<file path="src/source/vp_config.svh">
//////////////////////////////
// Build constants shared by the machine glue core
// Include in any file that needs periods, widths or credits
//////////////////////////////
`ifndef VP_CONFIG_SVH
`define VP_CONFIG_SVH

// System clocks per CPU enable
`define VP_CPU_PERIOD_NTSC 8
`define VP_CPU_PERIOD_PAL  12

// System clocks per VDC enable
`define VP_VDC_PERIOD_NTSC 6
`define VP_VDC_PERIOD_PAL  10
`define VP_EN_CW           4    // Enable counter width, holds largest period

// Image store, 16 KB
`define VP_ROM_AW          14
`define VP_ROM_DEPTH       (1 << `VP_ROM_AW)
`define VP_CART_AW         12   // Console cartridge bus

// Keyboard matrix consumer grants this many after reset
`define VP_KEY_CREDITS     2

`endif

</file>
<file path="src/source/vp_pkg.sv">
//////////////////////////////
// Common types for the machine glue core
//////////////////////////////
`default_nettype none

package vp_pkg;

	// Video standard, picks periods and palette
	typedef enum logic {
		STD_NTSC = 1'b0,
		STD_PAL  = 1'b1
	} vp_standard_e;

	// Download index, only CART and XROM reach the image store
	typedef enum logic [1:0] {
		IMG_NONE = 2'd0,
		IMG_CART = 2'd1,   // Banked cartridge
		IMG_XROM = 2'd2,   // Linear XROM image
		IMG_FONT = 2'd3
	} vp_image_e;

	// Source of the pending key event
	typedef enum logic {
		SRC_PS2    = 1'b0,
		SRC_JOYPAD = 1'b1
	} vp_key_src_e;

	typedef logic [7:0]  byte_t;   // Image bytes, ASCII codes
	typedef logic [23:0] rgb_t;    // 8 bits per channel, red high

endpackage

`default_nettype wire

</file>
<file path="src/source/vp_palette.sv">
//////////////////////////////
// VDC colour code to 24-bit RGB
// Registered on each pixel enable
//////////////////////////////
`default_nettype none

module vp_palette (
	input  logic                 clk_sys,
	input  logic                 reset,
	input  vp_pkg::vp_standard_e standard_i,
	input  logic                 pixel_en_i,
	input  logic [3:0]           vdc_color_i,   // {R, G, B, luma}
	output vp_pkg::rgb_t         rgb_o
);
	import vp_pkg::*;

	// Calibrated, odd entries are the luma variants
	localparam rgb_t NTSC_LUT [16] = '{
		24'h000000, 24'h676767,   // Black
		24'h1a37be, 24'h5c80f6,
		24'h006d07, 24'h56c469,
		24'h2aaabe, 24'h77e6eb,
		24'h790000, 24'hc75151,   // Red
		24'h94309f, 24'hdc84e8,
		24'h77670b, 24'hc6b86a,
		24'hcecece, 24'hffffff    // White
	};

	localparam rgb_t PAL_LUT [16] = '{
		24'h000000, 24'h494949,
		24'h0000b6, 24'h4949ff,   // Blue
		24'h00b601, 24'h49ff49,   // Green
		24'h00b6c9, 24'h49ffff,
		24'hb60000, 24'hff4949,   // Red
		24'hb600b6, 24'hff49ff,
		24'hb6b600, 24'hffff49,
		24'hb6b6b6, 24'hffffff
	};

	always_ff @(posedge clk_sys or posedge reset) begin
		if (reset) begin
			rgb_o <= '0;
		end else if (pixel_en_i) begin
			rgb_o <= (standard_i == STD_PAL) ? PAL_LUT[vdc_color_i] : NTSC_LUT[vdc_color_i];
		end
	end

endmodule

`default_nettype wire

</file>
<file path="config.mk">
export PLATFORM = sky130hd
export DESIGN_NAME = vp_palette
export DESIGN_NICKNAME = d
export VERILOG_FILES = /design/src/source/vp_config.svh /design/src/source/vp_pkg.sv /design/src/source/vp_palette.sv
export SDC_FILE = /design/constraint.sdc
export NUM_CORES = 1
export LEC_CHECK = 0
export BUFFER_PORTS_ARGS = -buffer_cell sky130_fd_sc_hd__buf_2
export CAP_MARGIN = 10
export CORE_AREA = 2 2 55 78
export CTS_CLUSTER_SIZE = 25
export DETAILED_ROUTE_END_ITERATION = 10
export DIE_AREA = 0 0 57 80
export RECOVER_POWER = 25
export SLEW_MARGIN = 40
export SYNTH_ARGS = -nofsm -noshare
export SYNTH_HDL_FRONTEND = slang
export SYNTH_SLANG_ARGS = --single-unit
</file>
<file path="constraint.sdc">
create_clock -name clk_sys -period 1.3 [get_ports clk_sys]
set_clock_uncertainty 0.05 [all_clocks]
set_input_delay 0.13 -clock clk_sys [delete_from_list [all_inputs] [get_ports clk_sys]]
set_output_delay 0.13 -clock clk_sys [all_outputs]
set_load 0.01 [all_outputs]
</file>
==> impl_metrics.json <==
{
  "dpl_worst_slack_ps": -227,
  "place_area_um2": 2090,
  "synthAdderAreaFrac": 0.0599,
  "rr_endpoint": "rgb_o[2]$_DFFE_PP0P_",
  "vias_per_cell": 5.56,
  "yosys.area_share.simple": 0.175,
  "whs_ps": 173,
  "r2r_cells": 2,
  "synthTopCellsByArea": "dfrtp_1 (36%), ha_1 (6.0%), a21oi_1 (4.8%)",
  "num_rows": 27,
  "nets": 260,
  "cpMaxStageDelayCell": "ha_4",
  "worst_slack_ps": 75.1,
  "core_um2": 3850,
  "post_drt_wl_per_cell_um": 15.0,
  "clk_pin_slew_ps": 80,
  "syn-mean-instance-area_um2": 8.79,
  "max_freq_ghz": 0.816,
  "syn_area_um2": 1670,
  "wl_mm": 4.29,
  "multi_input_area_um2": 985,
  "slew_viol_final": 0,
  "crit_top_cell": "buf_4",
  "power_density_nw_per_um2": 915,
  "dr_total_vias": 1585,
  "initial_core_util": 0.434,
  "worstPathArrival_ps": 1360,
  "antenna_found_initial": 0,
  "netlist.area_leader.share": 0.360,
  "worstPathCellList": "buf_4 -> clkinvlp_4 -> ha_4 -> buf_4 -> mux2_1 -> nand2_1 -> o211ai_1 -> o21ai_1",
  "max_slew.worst_pin.slew_ps": 585,
  "n_antenna_cell": 0,
  "yosysWarnings": 0,
  "fin_crit_sh": 0.942,
  "clock_latency_ps": 270,
  "grt_pass1_vias": 1517,
  "drtIter0Drc": 57,
  "grt_usage": 0.204,
  "cts_max_level": 1,
  "final_area_um2": 2150,
  "cts_sinks": 24,
  "synth_compound_area_frac": 0.267,
  "r2r_slack_ps": 240,
  "cap_violations": 0,
  "grt_first_pass_wirelength_mm": 7.37,
  "synth_top_area_cell": "dfrtp_1",
  "post_cts_buffers": 0,
  "muxShareOfSynthArea": 0.0592,
  "synthDistinctLibCells": 51,
  "numPortBuffers": 31,
  "max_stage_delay_ps": 300,
  "cp-end-kind": "register",
  "synth-xor-area-share": 0.00524,
  "yosysSeqAreaShare": 0.360,
  "grt_max_degree": 27,
  "dpl.hpwl_mm": 3.25,
  "synth_top_family_by_area": "compound AO/OA/AOI/OAI gates",
  "timing.setup.tns_ps": 0,
  "hold_path.class": "input pin to register",
  "cp_data_required_time_ps": 1440,
  "outcome": "complete, no violations",
  "biggestRegsByFlops": "rgb_o x24",
  "setup_viol": 0,
  "cp-start-kind": "input pin",
  "critPathKind": "input pin to register",
  "cts_root_buf": "clkbuf_8",
  "power.leakage_uw": 0.000987,
  "synth_flop_cell": "dfrtp_1",
  "ys_seq_elements": 24,
  "max-slew-margin-rel": 0.610,
  "crit_path_end": "rgb_o[20]$_DFFE_PP0P_",
  "die_h_um": 80,
  "clk_path_buf_depth": 2,
  "cts_buffers": 3,
  "die-area_um2": 4560,
  "layout-drive-gt1-share": 0.351,
  "r2r-start": "rgb_o[2]$_DFFE_PP0P_",
  "cts_tree": "built",
  "drt-pass1-iter-count": 4,
  "dieWidth_um": 57,
  "ios": 32,
  "vdd_drop_max_mv": 0.578,
  "hold_viol_final": 0,
  "final.fill_count": 375,
  "gp_congestion": 0.876,
  "synth_edf_count": 0,
  "worstSetupStartpoint": "vdc_color_i[0]",
  "rsz0062_at_grt": "false",
  "cp_max_fo": 8,
  "syn-num-nets": 206,
  "fin_crit_ps": 1220,
  "drc": 0,
  "synth-async-reset-ratio": 1.00,
  "seqCellArea_um2": 601,
  "syn_inst": 190,
  "top_register": "rgb_o",
  "overflow": 0,
  "postRouteAntennaNets": 0,
  "largest_reg_flops": 24,
  "syn_to_final_growth_pct": 28.5
}
## worst min-delay path by stage
stage	slack (ps)	startpoint	endpoint	cells after the start
floorplan	90	reset	rgb_o[0]$_DFFE_PP0P_	1
global placement	140	reset	rgb_o[9]$_DFFE_PP0P_	3
detailed placement	150	reset	rgb_o[9]$_DFFE_PP0P_	3
CTS	160	pixel_en_i	rgb_o[3]$_DFFE_PP0P_	3
global route	180	pixel_en_i	rgb_o[3]$_DFFE_PP0P_	3
finish	170	pixel_en_i	rgb_o[3]$_DFFE_PP0P_	3
## through the flow
step | total power (uW) | cells | utilization
finish | 1960 | 285 | 0.557
global route | 2080 | 285 | 0.557
CTS | 1990 | 285 | 0.557
detailed placement | 1540 | 281 | 0.544
global placement | 1520 | 281 | 0.544
floorplan | 1290 | 190 | -
## repair_timing
item	in CTS	in global routing
hold buffers	1	0
setup endpoints to repair	0	3
gates resized for setup	0	2
hold endpoints to repair	24	0
## per-layer routing
metal	wire (um)	vias up	track usage
met5	0	-	0
met4	87	0	0.0791
met3	126	8	0.0211
met2	2160	41	0.353
met1	1910	747	0.257
li1	-	789	-
## cell usage in the layout (no fill, tap or decap), types with 6 or more instances in the layout
cell	n
buf_2	30
o21ai_1	6
ha_1	6
nand2_1	16
a31oi_1	6
nor2_1	15
nand2b_1	9
inv_1	9
buf_4	33
a21oi_1	16
dfrtp_1	24
## where the power goes
| part | switching, uW | leakage, uW | total, uW | internal (uW) |
|---|---|---|---|---|
| registers | 40.9 | 0.000277 | 875 | 834 |
| logic | 343 | 0.000688 | 646 | 303 |
| clock network | 235 | 0.0000216 | 442 | 207 |
## synthesized netlist by cell type, types with 2 or more instances
library cell  number
dfrtp_1           24
mux2_1             2
o21ai_1            6
ha_1               8
o211ai_1           2
a22o_1             4
clkbuf_1           4
o21ai_0            5
mux2_2             5
nor2b_1            2
nand2_1           17
inv_1             11
buf_1              2
nand2b_1          10
mux2i_1            2
buf_2              8
nor2_1            15
and2b_1            2
a21oi_1           16
a31oi_1            6
a211oi_1           2
o22a_1             4
a221oi_1           2
nand3_1            4
## layout make-up
cell class,instances,area share
Sequential cell,24,0.280
Multi-Input combinational cell,139,0.459
Tap cell,43,0.0251
Timing Repair Buffer,65,0.192
Inverter,11,0.0245
Clock buffer,3,0.0192
## cell families after synthesis
logic type | count (synthesis)
compound gates | 64
xor+xnor | 1
fa+ha+maj | 8
buf+inv | 27
flops | 24
mux | 9
simple gates | 57
## critical path: cells and delay by family
kind / cells / cell delay, ps
AOI/OAI and AO/OA: 2 / 180
muxes: 1 / 280
buffers and inverters: 3 / 390
and+or+nand+nor: 1 / 70
adders and majority gates: 1 / 300
Note: power is estimated with default switching activity, not from simulation.
