===== src/source/vp_config.svh =====
//////////////////////////////
// Build constants shared by the machine glue core
// Include in any file that needs periods, widths or credits
//////////////////////////////
`ifndef VP_CONFIG_SVH
`define VP_CONFIG_SVH

// System clocks per CPU enable
`define VP_CPU_PERIOD_NTSC 8
`define VP_CPU_PERIOD_PAL  12

// System clocks per VDC enable
`define VP_VDC_PERIOD_NTSC 6
`define VP_VDC_PERIOD_PAL  10
`define VP_EN_CW           4    // Enable counter width, holds largest period

// Image store, 16 KB
`define VP_ROM_AW          14
`define VP_ROM_DEPTH       (1 << `VP_ROM_AW)
`define VP_CART_AW         12   // Console cartridge bus

// Keyboard matrix consumer grants this many after reset
`define VP_KEY_CREDITS     2

`endif


===== src/source/vp_pkg.sv =====
//////////////////////////////
// Common types for the machine glue core
//////////////////////////////
`default_nettype none

package vp_pkg;

	// Video standard, picks periods and palette
	typedef enum logic {
		STD_NTSC = 1'b0,
		STD_PAL  = 1'b1
	} vp_standard_e;

	// Download index, only CART and XROM reach the image store
	typedef enum logic [1:0] {
		IMG_NONE = 2'd0,
		IMG_CART = 2'd1,   // Banked cartridge
		IMG_XROM = 2'd2,   // Linear XROM image
		IMG_FONT = 2'd3
	} vp_image_e;

	// Source of the pending key event
	typedef enum logic {
		SRC_PS2    = 1'b0,
		SRC_JOYPAD = 1'b1
	} vp_key_src_e;

	typedef logic [7:0]  byte_t;   // Image bytes, ASCII codes
	typedef logic [23:0] rgb_t;    // 8 bits per channel, red high

endpackage

`default_nettype wire


===== src/source/vp_clock_enables.sv =====
//////////////////////////////
// CPU and VDC clock-enable pulses from clk_sys
// Periods follow the selected video standard
//////////////////////////////
`default_nettype none
`include "vp_config.svh"

module vp_clock_enables (
	input  logic                clk_sys,
	input  logic                reset,
	input  vp_pkg::vp_standard_e standard_i,
	output logic                cpu_en_o,
	output logic                vdc_en_o
);
	import vp_pkg::*;

	localparam int CW = `VP_EN_CW;

	localparam logic [CW-1:0] CPU_LAST_NTSC = CW'(`VP_CPU_PERIOD_NTSC - 1);
	localparam logic [CW-1:0] CPU_LAST_PAL  = CW'(`VP_CPU_PERIOD_PAL - 1);
	localparam logic [CW-1:0] VDC_LAST_NTSC = CW'(`VP_VDC_PERIOD_NTSC - 1);
	localparam logic [CW-1:0] VDC_LAST_PAL  = CW'(`VP_VDC_PERIOD_PAL - 1);

	vp_standard_e  std_q;      // Standard seen last cycle
	logic [CW-1:0] cpu_cnt;
	logic [CW-1:0] vdc_cnt;
	logic [CW-1:0] cpu_last;
	logic [CW-1:0] vdc_last;
	logic          std_change;

	assign cpu_last   = (standard_i == STD_PAL) ? CPU_LAST_PAL : CPU_LAST_NTSC;
	assign vdc_last   = (standard_i == STD_PAL) ? VDC_LAST_PAL : VDC_LAST_NTSC;
	assign std_change = (standard_i != std_q);

	always_ff @(posedge clk_sys or posedge reset) begin
		if (reset) begin
			std_q    <= STD_NTSC;
			cpu_cnt  <= '0;
			vdc_cnt  <= '0;
			cpu_en_o <= 1'b0;
			vdc_en_o <= 1'b0;
		end else begin
			std_q <= standard_i;
			if (std_change) begin   // Restart both on a switch
				cpu_cnt  <= '0;
				vdc_cnt  <= '0;
				cpu_en_o <= 1'b0;
				vdc_en_o <= 1'b0;
			end else begin
				cpu_en_o <= (cpu_cnt == cpu_last);
				cpu_cnt  <= (cpu_cnt == cpu_last) ? '0 : cpu_cnt + 1'b1;
				vdc_en_o <= (vdc_cnt == vdc_last);
				vdc_cnt  <= (vdc_cnt == vdc_last) ? '0 : vdc_cnt + 1'b1;
			end
		end
	end

	// Enables are single-cycle strobes
	a_cpu_en_single: assert property (@(posedge clk_sys) disable iff (reset)
		cpu_en_o |=> !cpu_en_o);
	a_vdc_en_single: assert property (@(posedge clk_sys) disable iff (reset)
		vdc_en_o |=> !vdc_en_o);

endmodule

`default_nettype wire


===== config.mk =====
export PLATFORM = sky130hd
export DESIGN_NAME = vp_clock_enables
export DESIGN_NICKNAME = d
export VERILOG_FILES = /design/src/source/vp_pkg.sv /design/src/source/vp_clock_enables.sv
export VERILOG_INCLUDE_DIRS = /design/src /design/src/source
export SDC_FILE = /design/constraint.sdc
export NUM_CORES = 1
export LEC_CHECK = 0
export BUFFER_PORTS_ARGS = -buffer_cell sky130_fd_sc_hd__buf_2
export CORE_AREA = 2 2 39 41
export DETAILED_ROUTE_END_ITERATION = 7
export DIE_AREA = 0 0 41 43
export SYNTH_ARGS = -nofsm -noshare
export SYNTH_HDL_FRONTEND = slang
export SYNTH_SLANG_ARGS = --single-unit

===== constraint.sdc =====
create_clock -name clk_sys -period 1.4 [get_ports clk_sys]
set_input_delay 0 -clock clk_sys [delete_from_list [all_inputs] [get_ports clk_sys]]
set_output_delay 0 -clock clk_sys [all_outputs]
set_load 0.01 [all_outputs]

==> impl_summary.log <==
INFO  metric status = completed
INFO  metric pin_count_of_the_biggest_net_entering_global_routing = 12
INFO  metric power_density = 1020 nW/um^2
INFO  metric cts-root-to-sink-buffers = 2
INFO  metric critical_path.cell_chain = ha_1 -> nor2b_4 -> o21ai_2 -> a32o_1
INFO  metric power.ir.vdd_worst = 425 uV
INFO  metric worst_path_max_delay_cell = dfrtp_1
INFO  metric final-instance-count-excl-fill = 78
INFO  metric fp.dieW = 41 microns
INFO  metric grt_first_pass_wirelength = 1550 microns
INFO  metric detailed_place_hpwl = 621 microns
INFO  metric yosys_warnings = 0
INFO  metric post-synth-top-area-fraction = 0.493
INFO  metric r2r_end = cpu_cnt[3]$_DFF_PP0_
INFO  metric clock_tree.htree_level_count = 1
INFO  metric num_io_pins = 5
INFO  metric cp.arrival = 1.42 ns
INFO  metric synthDominantAreaCellType = dfrtp_1
INFO  metric timing_max_transition_violations_final = 0
INFO  metric tot_pwr = 0.655 mW
INFO  metric synth_top_cells_by_area = dfrtp_1 49%, nand3b_1 8.1%, ha_1 6.7%, nor2_1 4.7%, a21boi_1 2.7%
INFO  metric antenna_violating_nets_post_route = 0
INFO  metric cp_data_required_time = 1.57 ns
INFO  metric floorplan.die.height = 43 microns
INFO  metric via_count = 408
INFO  metric setup_viol = 0
INFO  metric yosysSeqAreaShare = 0.493
INFO  metric number_of_global_route_vias_before_repair = 376
INFO  metric clk_pin_slew_worst_paths = 0.07 ns
INFO  metric gpl.final_weighted_congestion = 0.808
INFO  metric initialDrtViolationCount = 6
INFO  metric route.detailed.wl_per_inst = 11.3 microns
INFO  metric fin_setup_tns = 0 ns
INFO  metric source_of_the_worst_register_to_register_timing_path = cpu_cnt[0]$_DFF_PP0_
INFO  metric grt-ovfl-total = 0
INFO  metric floorplan.initialDensity = 0.403
INFO  metric layout-area-overhead-vs-synth = 15.5%
INFO  metric path_max_fanout = 6
INFO  metric route.detailed.vias_per_inst = 5.23
INFO  metric critical_path.n_buffers_inverters = 0
INFO  metric hold_violations = 0
INFO  metric worst_setup_path_category = flip-flop to flip-flop
INFO  metric r2r_slack = 0.15 ns
INFO  metric p_leak = 0.285 nW
INFO  metric finish.net_count = 69
INFO  metric tightest_slew = 0.429 ns
INFO  metric synth_cell_types = 23
INFO  metric gr-usage-all-layers = 0.138
INFO  metric cts_resized = 0
INFO  metric tritoncts = done
INFO  metric antennaDiodeCount = 0
INFO  metric cts.repair_timing.setup_buffer_count = 0
INFO  metric root_buffer = clkbuf_4
INFO  metric floorplan.die_area = 1760 sq um
INFO  metric achievable-frequency = 798 MHz
INFO  metric unrepaired_setup_endpoints_after_global_routing = no
INFO  metric placed_insts = 72
INFO  metric register_to_register_path_depth = 4
INFO  metric netlist_area = 558 sq um
INFO  metric final_min_period_over_clock_period = 0.895
INFO  metric clk-insertion-delay-late = 0.28 ns
INFO  metric synth_seq_cells = 11
INFO  metric totalWireLength = 884 microns
INFO  metric drv.max_cap_violation_count = 0
INFO  metric synthesized_netlist_net_count = 58
INFO  metric grt_antenna_before_repair = 0
INFO  metric finalHoldWorstSlack = 0.248 ns
INFO  metric io_port_bufs = 4
INFO  metric cts_inserted_buffers = 3
INFO  metric worst_path_dominant_cell_family = flip-flops
INFO  metric rows = 14
INFO  metric timing.max_slew.rel_slack = 0.713
INFO  metric drt_first_pass_iters = 4
INFO  metric route.detailed.drc = 0
INFO  metric final_layout_size_suffix_gt1_frac = 0.177
INFO  metric tritoncts_num_sinks = 11
INFO  metric final_period_minus_worst_setup_slack = 1.25 ns
INFO  metric post_synth_inst_count = 52
INFO  metric skew = 0.00138 ns
INFO  metric crit_path_max_incr_delay = 0.39 ns
INFO  metric endpoint_kind = flip-flop
INFO  metric core = 1380 sq um
INFO  metric syn_area_per_cell = 10.7 sq um
INFO  metric worstHoldPathType = input port to asynchronous set/reset pin
INFO  metric kind_of_launch_point_of_the_worst_setup_path = flip-flop
-- worst min-delay path: stages --
cell	delay, ns
dlygate4sd3_1	0.53
buf_2	0.11
inv_1	0.32
-- worst max-delay path by stage --
stage	slack (ns)	end	from	cells after the start
2_1_floorplan	0.24	cpu_cnt[3]$_DFF_PP0_	cpu_cnt[0]$_DFF_PP0_	4
3_3_place_gp	0.19	cpu_cnt[3]$_DFF_PP0_	cpu_cnt[0]$_DFF_PP0_	4
3_5_place_dp	0.16	cpu_cnt[3]$_DFF_PP0_	cpu_cnt[0]$_DFF_PP0_	4
4_1_cts	0.15	cpu_cnt[3]$_DFF_PP0_	cpu_cnt[0]$_DFF_PP0_	4
5_1_grt	0.1	cpu_cnt[3]$_DFF_PP0_	cpu_cnt[0]$_DFF_PP0_	4
6_report	0.15	cpu_cnt[3]$_DFF_PP0_	cpu_cnt[0]$_DFF_PP0_	4
-- stage by stage --
stage / cell area, sq um / utilization / worst slack, ns
after floorplan: 558 / - / 0.238
after detailed placement: 598 / 0.432 / 0.160
after global routing: 644 / 0.466 / 0.0995
final: 644 / 0.466 / 0.147
after CTS: 644 / 0.466 / 0.146
after global placement: 598 / 0.432 / 0.193
-- synthesized netlist by cell type --
| cell | n |
|---|---|
| and2_1 | 2 |
| nand2b_1 | 2 |
| or2_4 | 1 |
| xor2_1 | 1 |
| o21ai_2 | 1 |
| a21boi_1 | 2 |
| nand2_1 | 2 |
| nor2b_4 | 1 |
| o22ai_1 | 1 |
| nor2_1 | 7 |
| a32o_1 | 1 |
| dfrtp_1 | 11 |
| nand3_1 | 2 |
| a21oi_1 | 1 |
| nand3b_1 | 6 |
| a22oi_2 | 1 |
| inv_1 | 2 |
| ha_1 | 3 |
| o21ai_0 | 1 |
| o21ai_1 | 1 |
| xnor2_1 | 1 |
| a22oi_1 | 1 |
| a22o_1 | 1 |
-- layout make-up --
| class | count | area [sq um] |
|---|---|---|
| inverter | 2 | 7.51 |
| clock buffer | 4 | 26.3 |
| multi-input combinational | 39 | 275 |
| timing repair buffer | 6 | 40.0 |
| fill | 131 | 739 |
| sequential | 11 | 275 |
| tap | 16 | 20.0 |
-- sequential cells by signal, indices dropped and copies added, names as in the netlist --
signal	count
cpu_en_o	1
vdc_en_o	1
std_q	1
vdc_cnt	4
cpu_cnt	4
-- report_power, final --
part           leakage [nW]  switching [mW]  internal [mW]
combinational         0.123          0.0384         0.0364
sequential            0.147          0.0180          0.335
clock                0.0150           0.117          0.111
total                 0.285           0.173          0.482
-- layer usage --
metal	up-vias	GRT usage	routed length, microns	share of wire
met2	8	0.175	336	0.38
li1	202	-	-	-
met5	-	0	0	0
met4	0	0.140	49	0.055
met1	193	0.178	451	0.51
met3	5	0.0314	46	0.052
-- placed cells by master (no fill, tap or decap), types with 3 or more instances in the layout --
cell type	n
ha_1	3
nor2_1	7
clkbuf_4	3
nand3b_1	6
buf_2	4
dfrtp_1	11
-- kinds of logic after synthesis --
family                   after synthesis  synth area share
buffers and inverters                  2            0.0135
flip-flops                            11             0.493
adder cells (fa/ha/maj)                3            0.0673
AO/OA/AOI/OAI                         11             0.150
XOR/XNOR                               2            0.0314
AND/OR/NAND/NOR                       23             0.244
-- timing repair --
item                                    in CTS  in global routing
hold endpoints to repair                    12                  0
hold buffers                                 2                  0
endpoints found under the setup margin       0                  0
No activity file was read; power rests on OpenSTA's default activity.
