--- src/source/vp_config.svh ---
//////////////////////////////
// Build constants shared by the machine glue core
// Include in any file that needs periods, widths or credits
//////////////////////////////
`ifndef VP_CONFIG_SVH
`define VP_CONFIG_SVH

// System clocks per CPU enable
`define VP_CPU_PERIOD_NTSC 8
`define VP_CPU_PERIOD_PAL  12

// System clocks per VDC enable
`define VP_VDC_PERIOD_NTSC 6
`define VP_VDC_PERIOD_PAL  10
`define VP_EN_CW           4    // Enable counter width, holds largest period

// Image store, 16 KB
`define VP_ROM_AW          14
`define VP_ROM_DEPTH       (1 << `VP_ROM_AW)
`define VP_CART_AW         12   // Console cartridge bus

// Keyboard matrix consumer grants this many after reset
`define VP_KEY_CREDITS     2

`endif

--- src/source/vp_pkg.sv ---
//////////////////////////////
// Common types for the machine glue core
//////////////////////////////
`default_nettype none

package vp_pkg;

	// Video standard, picks periods and palette
	typedef enum logic {
		STD_NTSC = 1'b0,
		STD_PAL  = 1'b1
	} vp_standard_e;

	// Download index, only CART and XROM reach the image store
	typedef enum logic [1:0] {
		IMG_NONE = 2'd0,
		IMG_CART = 2'd1,   // Banked cartridge
		IMG_XROM = 2'd2,   // Linear XROM image
		IMG_FONT = 2'd3
	} vp_image_e;

	// Source of the pending key event
	typedef enum logic {
		SRC_PS2    = 1'b0,
		SRC_JOYPAD = 1'b1
	} vp_key_src_e;

	typedef logic [7:0]  byte_t;   // Image bytes, ASCII codes
	typedef logic [23:0] rgb_t;    // 8 bits per channel, red high

endpackage

`default_nettype wire

--- src/source/vp_key_translate.sv ---
//////////////////////////////
// PS/2 and joypad keys to ASCII events
// Events go out under credit flow control
//////////////////////////////
`default_nettype none
`include "vp_config.svh"

module vp_key_translate (
	input  logic          clk_sys,
	input  logic          reset,
	input  logic [10:0]   ps2_key_i,
	input  logic [9:0]    joy_numpad_i,
	input  logic          key_credit_i,
	output logic          key_valid_o,
	output vp_pkg::byte_t key_ascii_o,
	output logic          key_released_o
);
	import vp_pkg::*;

	localparam int CRW = $clog2(`VP_KEY_CREDITS + 1);
	localparam logic [CRW-1:0] CREDIT_MAX = CRW'(`VP_KEY_CREDITS);

	// Set-2 scancode, extended bit ignored
	function automatic byte_t ps2_to_ascii(input logic [7:0] code);
		case (code)
			8'h45: return "0";
			8'h16: return "1";
			8'h1E: return "2";
			8'h26: return "3";
			8'h25: return "4";
			8'h2E: return "5";
			8'h36: return "6";
			8'h3D: return "7";
			8'h3E: return "8";
			8'h46: return "9";
			8'h1C: return "a";
			8'h32: return "b";
			8'h21: return "c";
			8'h23: return "d";
			8'h24: return "e";
			8'h2B: return "f";
			8'h34: return "g";
			8'h33: return "h";
			8'h43: return "i";
			8'h3B: return "j";
			8'h42: return "k";
			8'h4B: return "l";
			8'h3A: return "m";
			8'h31: return "n";
			8'h44: return "o";
			8'h4D: return "p";
			8'h15: return "q";
			8'h2D: return "r";
			8'h1B: return "s";
			8'h2C: return "t";
			8'h3C: return "u";
			8'h2A: return "v";
			8'h1D: return "w";
			8'h22: return "x";
			8'h35: return "y";
			8'h1A: return "z";
			8'h29: return " ";
			8'h79: return "+";
			8'h7B: return "-";
			8'h7C: return "*";
			8'h4A: return "/";
			8'h55: return "=";
			8'h1F: return 8'h11;   // Left GUI, yes key
			8'h27: return 8'h12;   // Right GUI, no key
			8'h5A: return 8'd10;   // Enter
			8'h66: return 8'd8;    // Backspace
			default: return 8'h00;
		endcase
	endfunction

	// Lowest pressed button wins
	function automatic byte_t joy_to_ascii(input logic [9:0] pad);
		byte_t code;
		code = 8'h00;
		for (int i = 9; i >= 0; i--) begin
			if (pad[i])
				code = (i == 9) ? "0" : byte_t'(8'h31 + i);
		end
		return code;
	endfunction

	logic           ps2_tog_q;
	logic [9:0]     joy_q;
	logic           ps2_chg;
	logic           joy_chg;
	logic           accept;
	logic           ps2_hit_q;
	logic           joy_hit_q;
	byte_t          ps2_ascii_q;
	byte_t          joy_ascii_q;
	logic           ps2_rel_q;
	logic           joy_rel_q;
	logic           pend;
	vp_key_src_e    pend_src;
	logic           emit;
	logic [CRW-1:0] credits;

	assign ps2_chg = (ps2_key_i[10] != ps2_tog_q);
	assign joy_chg = (joy_numpad_i != joy_q);
	assign accept  = !pend && !ps2_hit_q && !joy_hit_q;   // One event in flight
	assign emit    = pend && (credits != '0);

	//////////////////////////////
	// Event detect
	always_ff @(posedge clk_sys or posedge reset) begin
		if (reset) begin
			ps2_tog_q <= 1'b0;
			joy_q     <= '0;
			ps2_hit_q <= 1'b0;
			joy_hit_q <= 1'b0;
		end else begin
			ps2_tog_q <= ps2_key_i[10];
			joy_q     <= joy_numpad_i;
			ps2_hit_q <= ps2_chg && accept;
			joy_hit_q <= joy_chg && accept;
		end
	end

	// Translated codes, frozen while an event is held
	always_ff @(posedge clk_sys) begin
		if (ps2_chg && accept) begin
			ps2_ascii_q <= ps2_to_ascii(ps2_key_i[7:0]);
			ps2_rel_q   <= ~ps2_key_i[9];
		end
		if (joy_chg && accept) begin
			joy_ascii_q <= joy_to_ascii(joy_numpad_i);
			joy_rel_q   <= (joy_numpad_i == '0);
		end
	end

	//////////////////////////////
	// Pending slot and credits
	always_ff @(posedge clk_sys or posedge reset) begin
		if (reset) begin
			pend        <= 1'b0;
			pend_src    <= SRC_PS2;
			credits     <= CREDIT_MAX;
			key_valid_o <= 1'b0;
		end else begin
			key_valid_o <= emit;
			if (ps2_hit_q || joy_hit_q) begin
				pend     <= 1'b1;
				pend_src <= ps2_hit_q ? SRC_PS2 : SRC_JOYPAD;   // PS/2 first
			end else if (emit) begin
				pend <= 1'b0;
			end
			credits <= credits + CRW'(key_credit_i) - CRW'(emit);
		end
	end

	always_ff @(posedge clk_sys) begin
		if (emit) begin
			key_ascii_o    <= (pend_src == SRC_PS2) ? ps2_ascii_q : joy_ascii_q;
			key_released_o <= (pend_src == SRC_PS2) ? ps2_rel_q : joy_rel_q;
		end
	end

	// Consumer must not hand back more than it was granted
	a_credit_max: assert property (@(posedge clk_sys) disable iff (reset)
		credits <= CREDIT_MAX);

endmodule

`default_nettype wire

--- config.mk ---
export PLATFORM = sky130hd
export DESIGN_NAME = vp_key_translate
export DESIGN_NICKNAME = d
export VERILOG_FILES = /design/src/source/vp_pkg.sv /design/src/source/vp_key_translate.sv
export VERILOG_INCLUDE_DIRS = /design/src /design/src/source
export SDC_FILE = /design/constraint.sdc
export NUM_CORES = 1
export LEC_CHECK = 0
export ABC_AREA = 1
export BUFFER_PORTS_ARGS = -buffer_cell sky130_fd_sc_hd__buf_4
export CAP_MARGIN = 5
export CORE_UTILIZATION = 55
export CTS_CLUSTER_DIAMETER = 100
export CTS_CLUSTER_SIZE = 12
export DETAILED_ROUTE_END_ITERATION = 16
export PLACE_DENSITY = 0.82
export SKIP_CTS_REPAIR_TIMING = 1
export SYNTH_ARGS = -nofsm -noshare
export SYNTH_HDL_FRONTEND = slang
export SYNTH_SLANG_ARGS = --single-unit
export TNS_END_PERCENT = 30
--- constraint.sdc ---
create_clock -name clk_sys -period 2.2 [get_ports clk_sys]
set_clock_uncertainty 0.05 [all_clocks]
set_input_delay 0.22 -clock clk_sys [delete_from_list [all_inputs] [get_ports clk_sys]]
set_output_delay 0.22 -clock clk_sys [all_outputs]
set_load 0.05 [all_outputs]
==> results.json <==
{
  "num_vias": 2088,
  "hold_violations": 17,
  "rrSetupSlack_ns": 0.73,
  "tritoncts": "yes",
  "grt_pass1_wl_mm": 8.14,
  "crit_fanout": 4,
  "drt-initial-drc-count": 183,
  "fin_setup_tns_ns": 0,
  "max_freq_ghz": 0.556,
  "reg2reg_depth": 5,
  "whs_ns": -0.0191,
  "die_w_um": 68.8,
  "syn-num-nets": 343,
  "detail-route-antenna-nets": 0,
  "clk_pin_slew_ns": 0.08,
  "irDropWorstVdd_mv": 0.437,
  "status": "finished with violations",
  "power.density_nw_per_um2": 965,
  "syn_to_final_growth_pct": 17.6,
  "rows": 23,
  "drc": 0,
  "period_needed_ns": 1.80,
  "synth_cell_types": 33,
  "start_kind": "input port",
  "die_h_um": 68.8,
  "violations": "negative hold slack",
  "cts_root_buf": "clkbuf_8",
  "ioPinCount": 34,
  "syn_inst": 308,
  "dp_cells": 384,
  "hp-class": "in2async",
  "drv_cap": 0,
  "cts_buffer_depth": 2,
  "crit_arrival_ns": 1.80,
  "finalMaxSlewViolations": 0,
  "cts_buffers": 5,
  "layout_common_cells": "nand2_1 (91), inv_1 (38), buf_4 (34), nor2_1 (29), edfxtp_1 (22)",
  "max_slew_margin_pct": 55.0,
  "r2r_end": "joy_ascii_q[0]",
  "crit_path_max_incr_delay_ns": 0.54,
  "dp_hpwl_mm": 3.84,
  "yosys_warnings": 0,
  "worst_pin_slew_ns": 0.675,
  "critPathBufInv": 4,
  "ys_ff_latch": 40,
  "p_leak_nw": 1.42,
  "gr-usage-all-layers_pct": 23.5,
  "setup_viol": 0,
  "routed_wl_mm": 5.01,
  "ys_seq_area_share_pct": 45.3,
  "num-nets-final": 382,
  "wl_per_cell_um": 12.6,
  "r2r_start": "joy_q[4]",
  "worstPathCellList": "dlygate4sd3_1, buf_4, inv_1, nand2_1, nor3_1, nand4_1, nand3b_1, nor2_1, inv_1",
  "slowest_stage": "dlygate4sd3_1",
  "rsz0062_at_grt": "false",
  "drive_gt1_share_pct": 17.5,
  "syn_avg_cell_area_um2": 7.97,
  "path_delay_family": "buffers and inverters",
  "antenna_found_initial": 0,
  "path_common_cell": "inv_1",
  "grt_overflow_total": 0,
  "netlist_area_um2": 2460,
  "final_cells": 398,
  "clock_sinks": 40,
  "die-area_um2": 4740,
  "fin_crit_sh_pct": 81.8,
  "endpoint_kind": "register",
  "clock_latency_ns": 0.29,
  "diodes": 0,
  "final_common_cell": "nand2_1",
  "port-buffer-count": 31,
  "globalplace.congestion": 0.981,
  "initial_utilization_pct": 59.3,
  "first_pass_iters": 4,
  "routed_via_density": 5.25,
  "htree_levels": 2,
  "critPathKind": "in2reg",
  "grt_pass1_vias": 1754,
  "core_area_um2": 4140,
  "grt_max_degree": 19,
  "worst_ep_required_time_ns": 2.20
}
metal layers:
metal | GRT usage [%] | up-vias | wire [µm]
met5 | 0 | - | 0
met4 | 7.40 | 0 | 29
met3 | 3.13 | 4 | 323
met2 | 36.5 | 87 | 2360
met1 | 33.7 | 928 | 2300
li1 | - | 1069 | -
where the power goes:
group	switching, mW	internal [mW]	total, mW
Combinational	0.674	0.364	1.04
Clock	0.253	0.325	0.578
Sequential	0.0922	1.08	1.17
Total	1.02	1.77	2.79
cell usage after synthesis, drive strengths merged:
cell type | number | area, µm²
nand4 | 3 | 18.8
a31oi | 2 | 12.5
edfxtp | 22 | 661
nor4 | 1 | 6.26
or2 | 6 | 37.5
a211oi | 1 | 7.51
clkbuf | 1 | 3.75
o211ai | 1 | 7.51
nor2 | 30 | 120
dfstp | 1 | 26.3
nor3 | 4 | 20.0
dfrtp | 17 | 425
inv | 40 | 150
o31ai | 1 | 7.51
nand3b | 2 | 15.0
nand3 | 12 | 60.1
nor3b | 1 | 7.51
xor2 | 1 | 8.76
o21ai | 20 | 100
mux2 | 5 | 56.3
o2111ai | 1 | 8.76
a21oi | 17 | 85.1
conb | 1 | 3.75
nand2 | 95 | 367
ha | 11 | 138
buf | 7 | 58.8
xnor2 | 5 | 43.8
registers in the layout (all words and copies together), names as in the netlist, 2 cells and up:
signal	cells
joy_q	10
key_ascii_o	7
ps2_ascii_q	7
joy_ascii_q	5
credits	2
stage by stage:
step / total power, mW / worst slack [ns] / util, % / cell area (µm²)
final: 2.79 / 0.401 / 69.7 / 2890
after global routing: 2.96 / 0.235 / 69.7 / 2890
after CTS: 2.79 / 0.721 / 68.2 / 2830
after detailed placement: 2.22 / 0.523 / 65.4 / 2710
after global placement: 2.19 / 0.517 / 65.4 / 2710
after floorplan: 1.90 / 0.432 / - / 2460
area by class of cell:
type	instances	area, µm²
sequential	40	1110
inverter	40	150
multi-input combinational	220	1130
clock buffer	7	108
clock inverter	1	8.76
fill	351	1260
timing repair buffer	40	315
tap	50	62.6
how the worst max path moves through the flow:
stage,startpoint,end,depth (start not counted)
final,joy_numpad_i[6],joy_ascii_q[4],9
after CTS,joy_q[4],joy_ascii_q[3],5
after global routing,joy_numpad_i[6],joy_ascii_q[4],9
after detailed placement,ps2_key_i[1],ps2_ascii_q[1],9
after floorplan,credits[1],credits[0],5
after global placement,ps2_key_i[1],ps2_ascii_q[1],9
cells by family (layout without fill, tap and decap cells):
family,after synthesis,count (layout),share of synthesized area (%)
adders and majority gates,11,11,5.60
AOI/OAI and AO/OA,43,43,9.32
buffers and inverters,48,88,8.66
xor gates and xnor gates,6,6,2.14
other,1,1,0.153
and+or+nand+nor,154,154,26.5
muxes,5,5,2.29
DFF,40,40,45.3
Power figures use the tool's default switching activity.
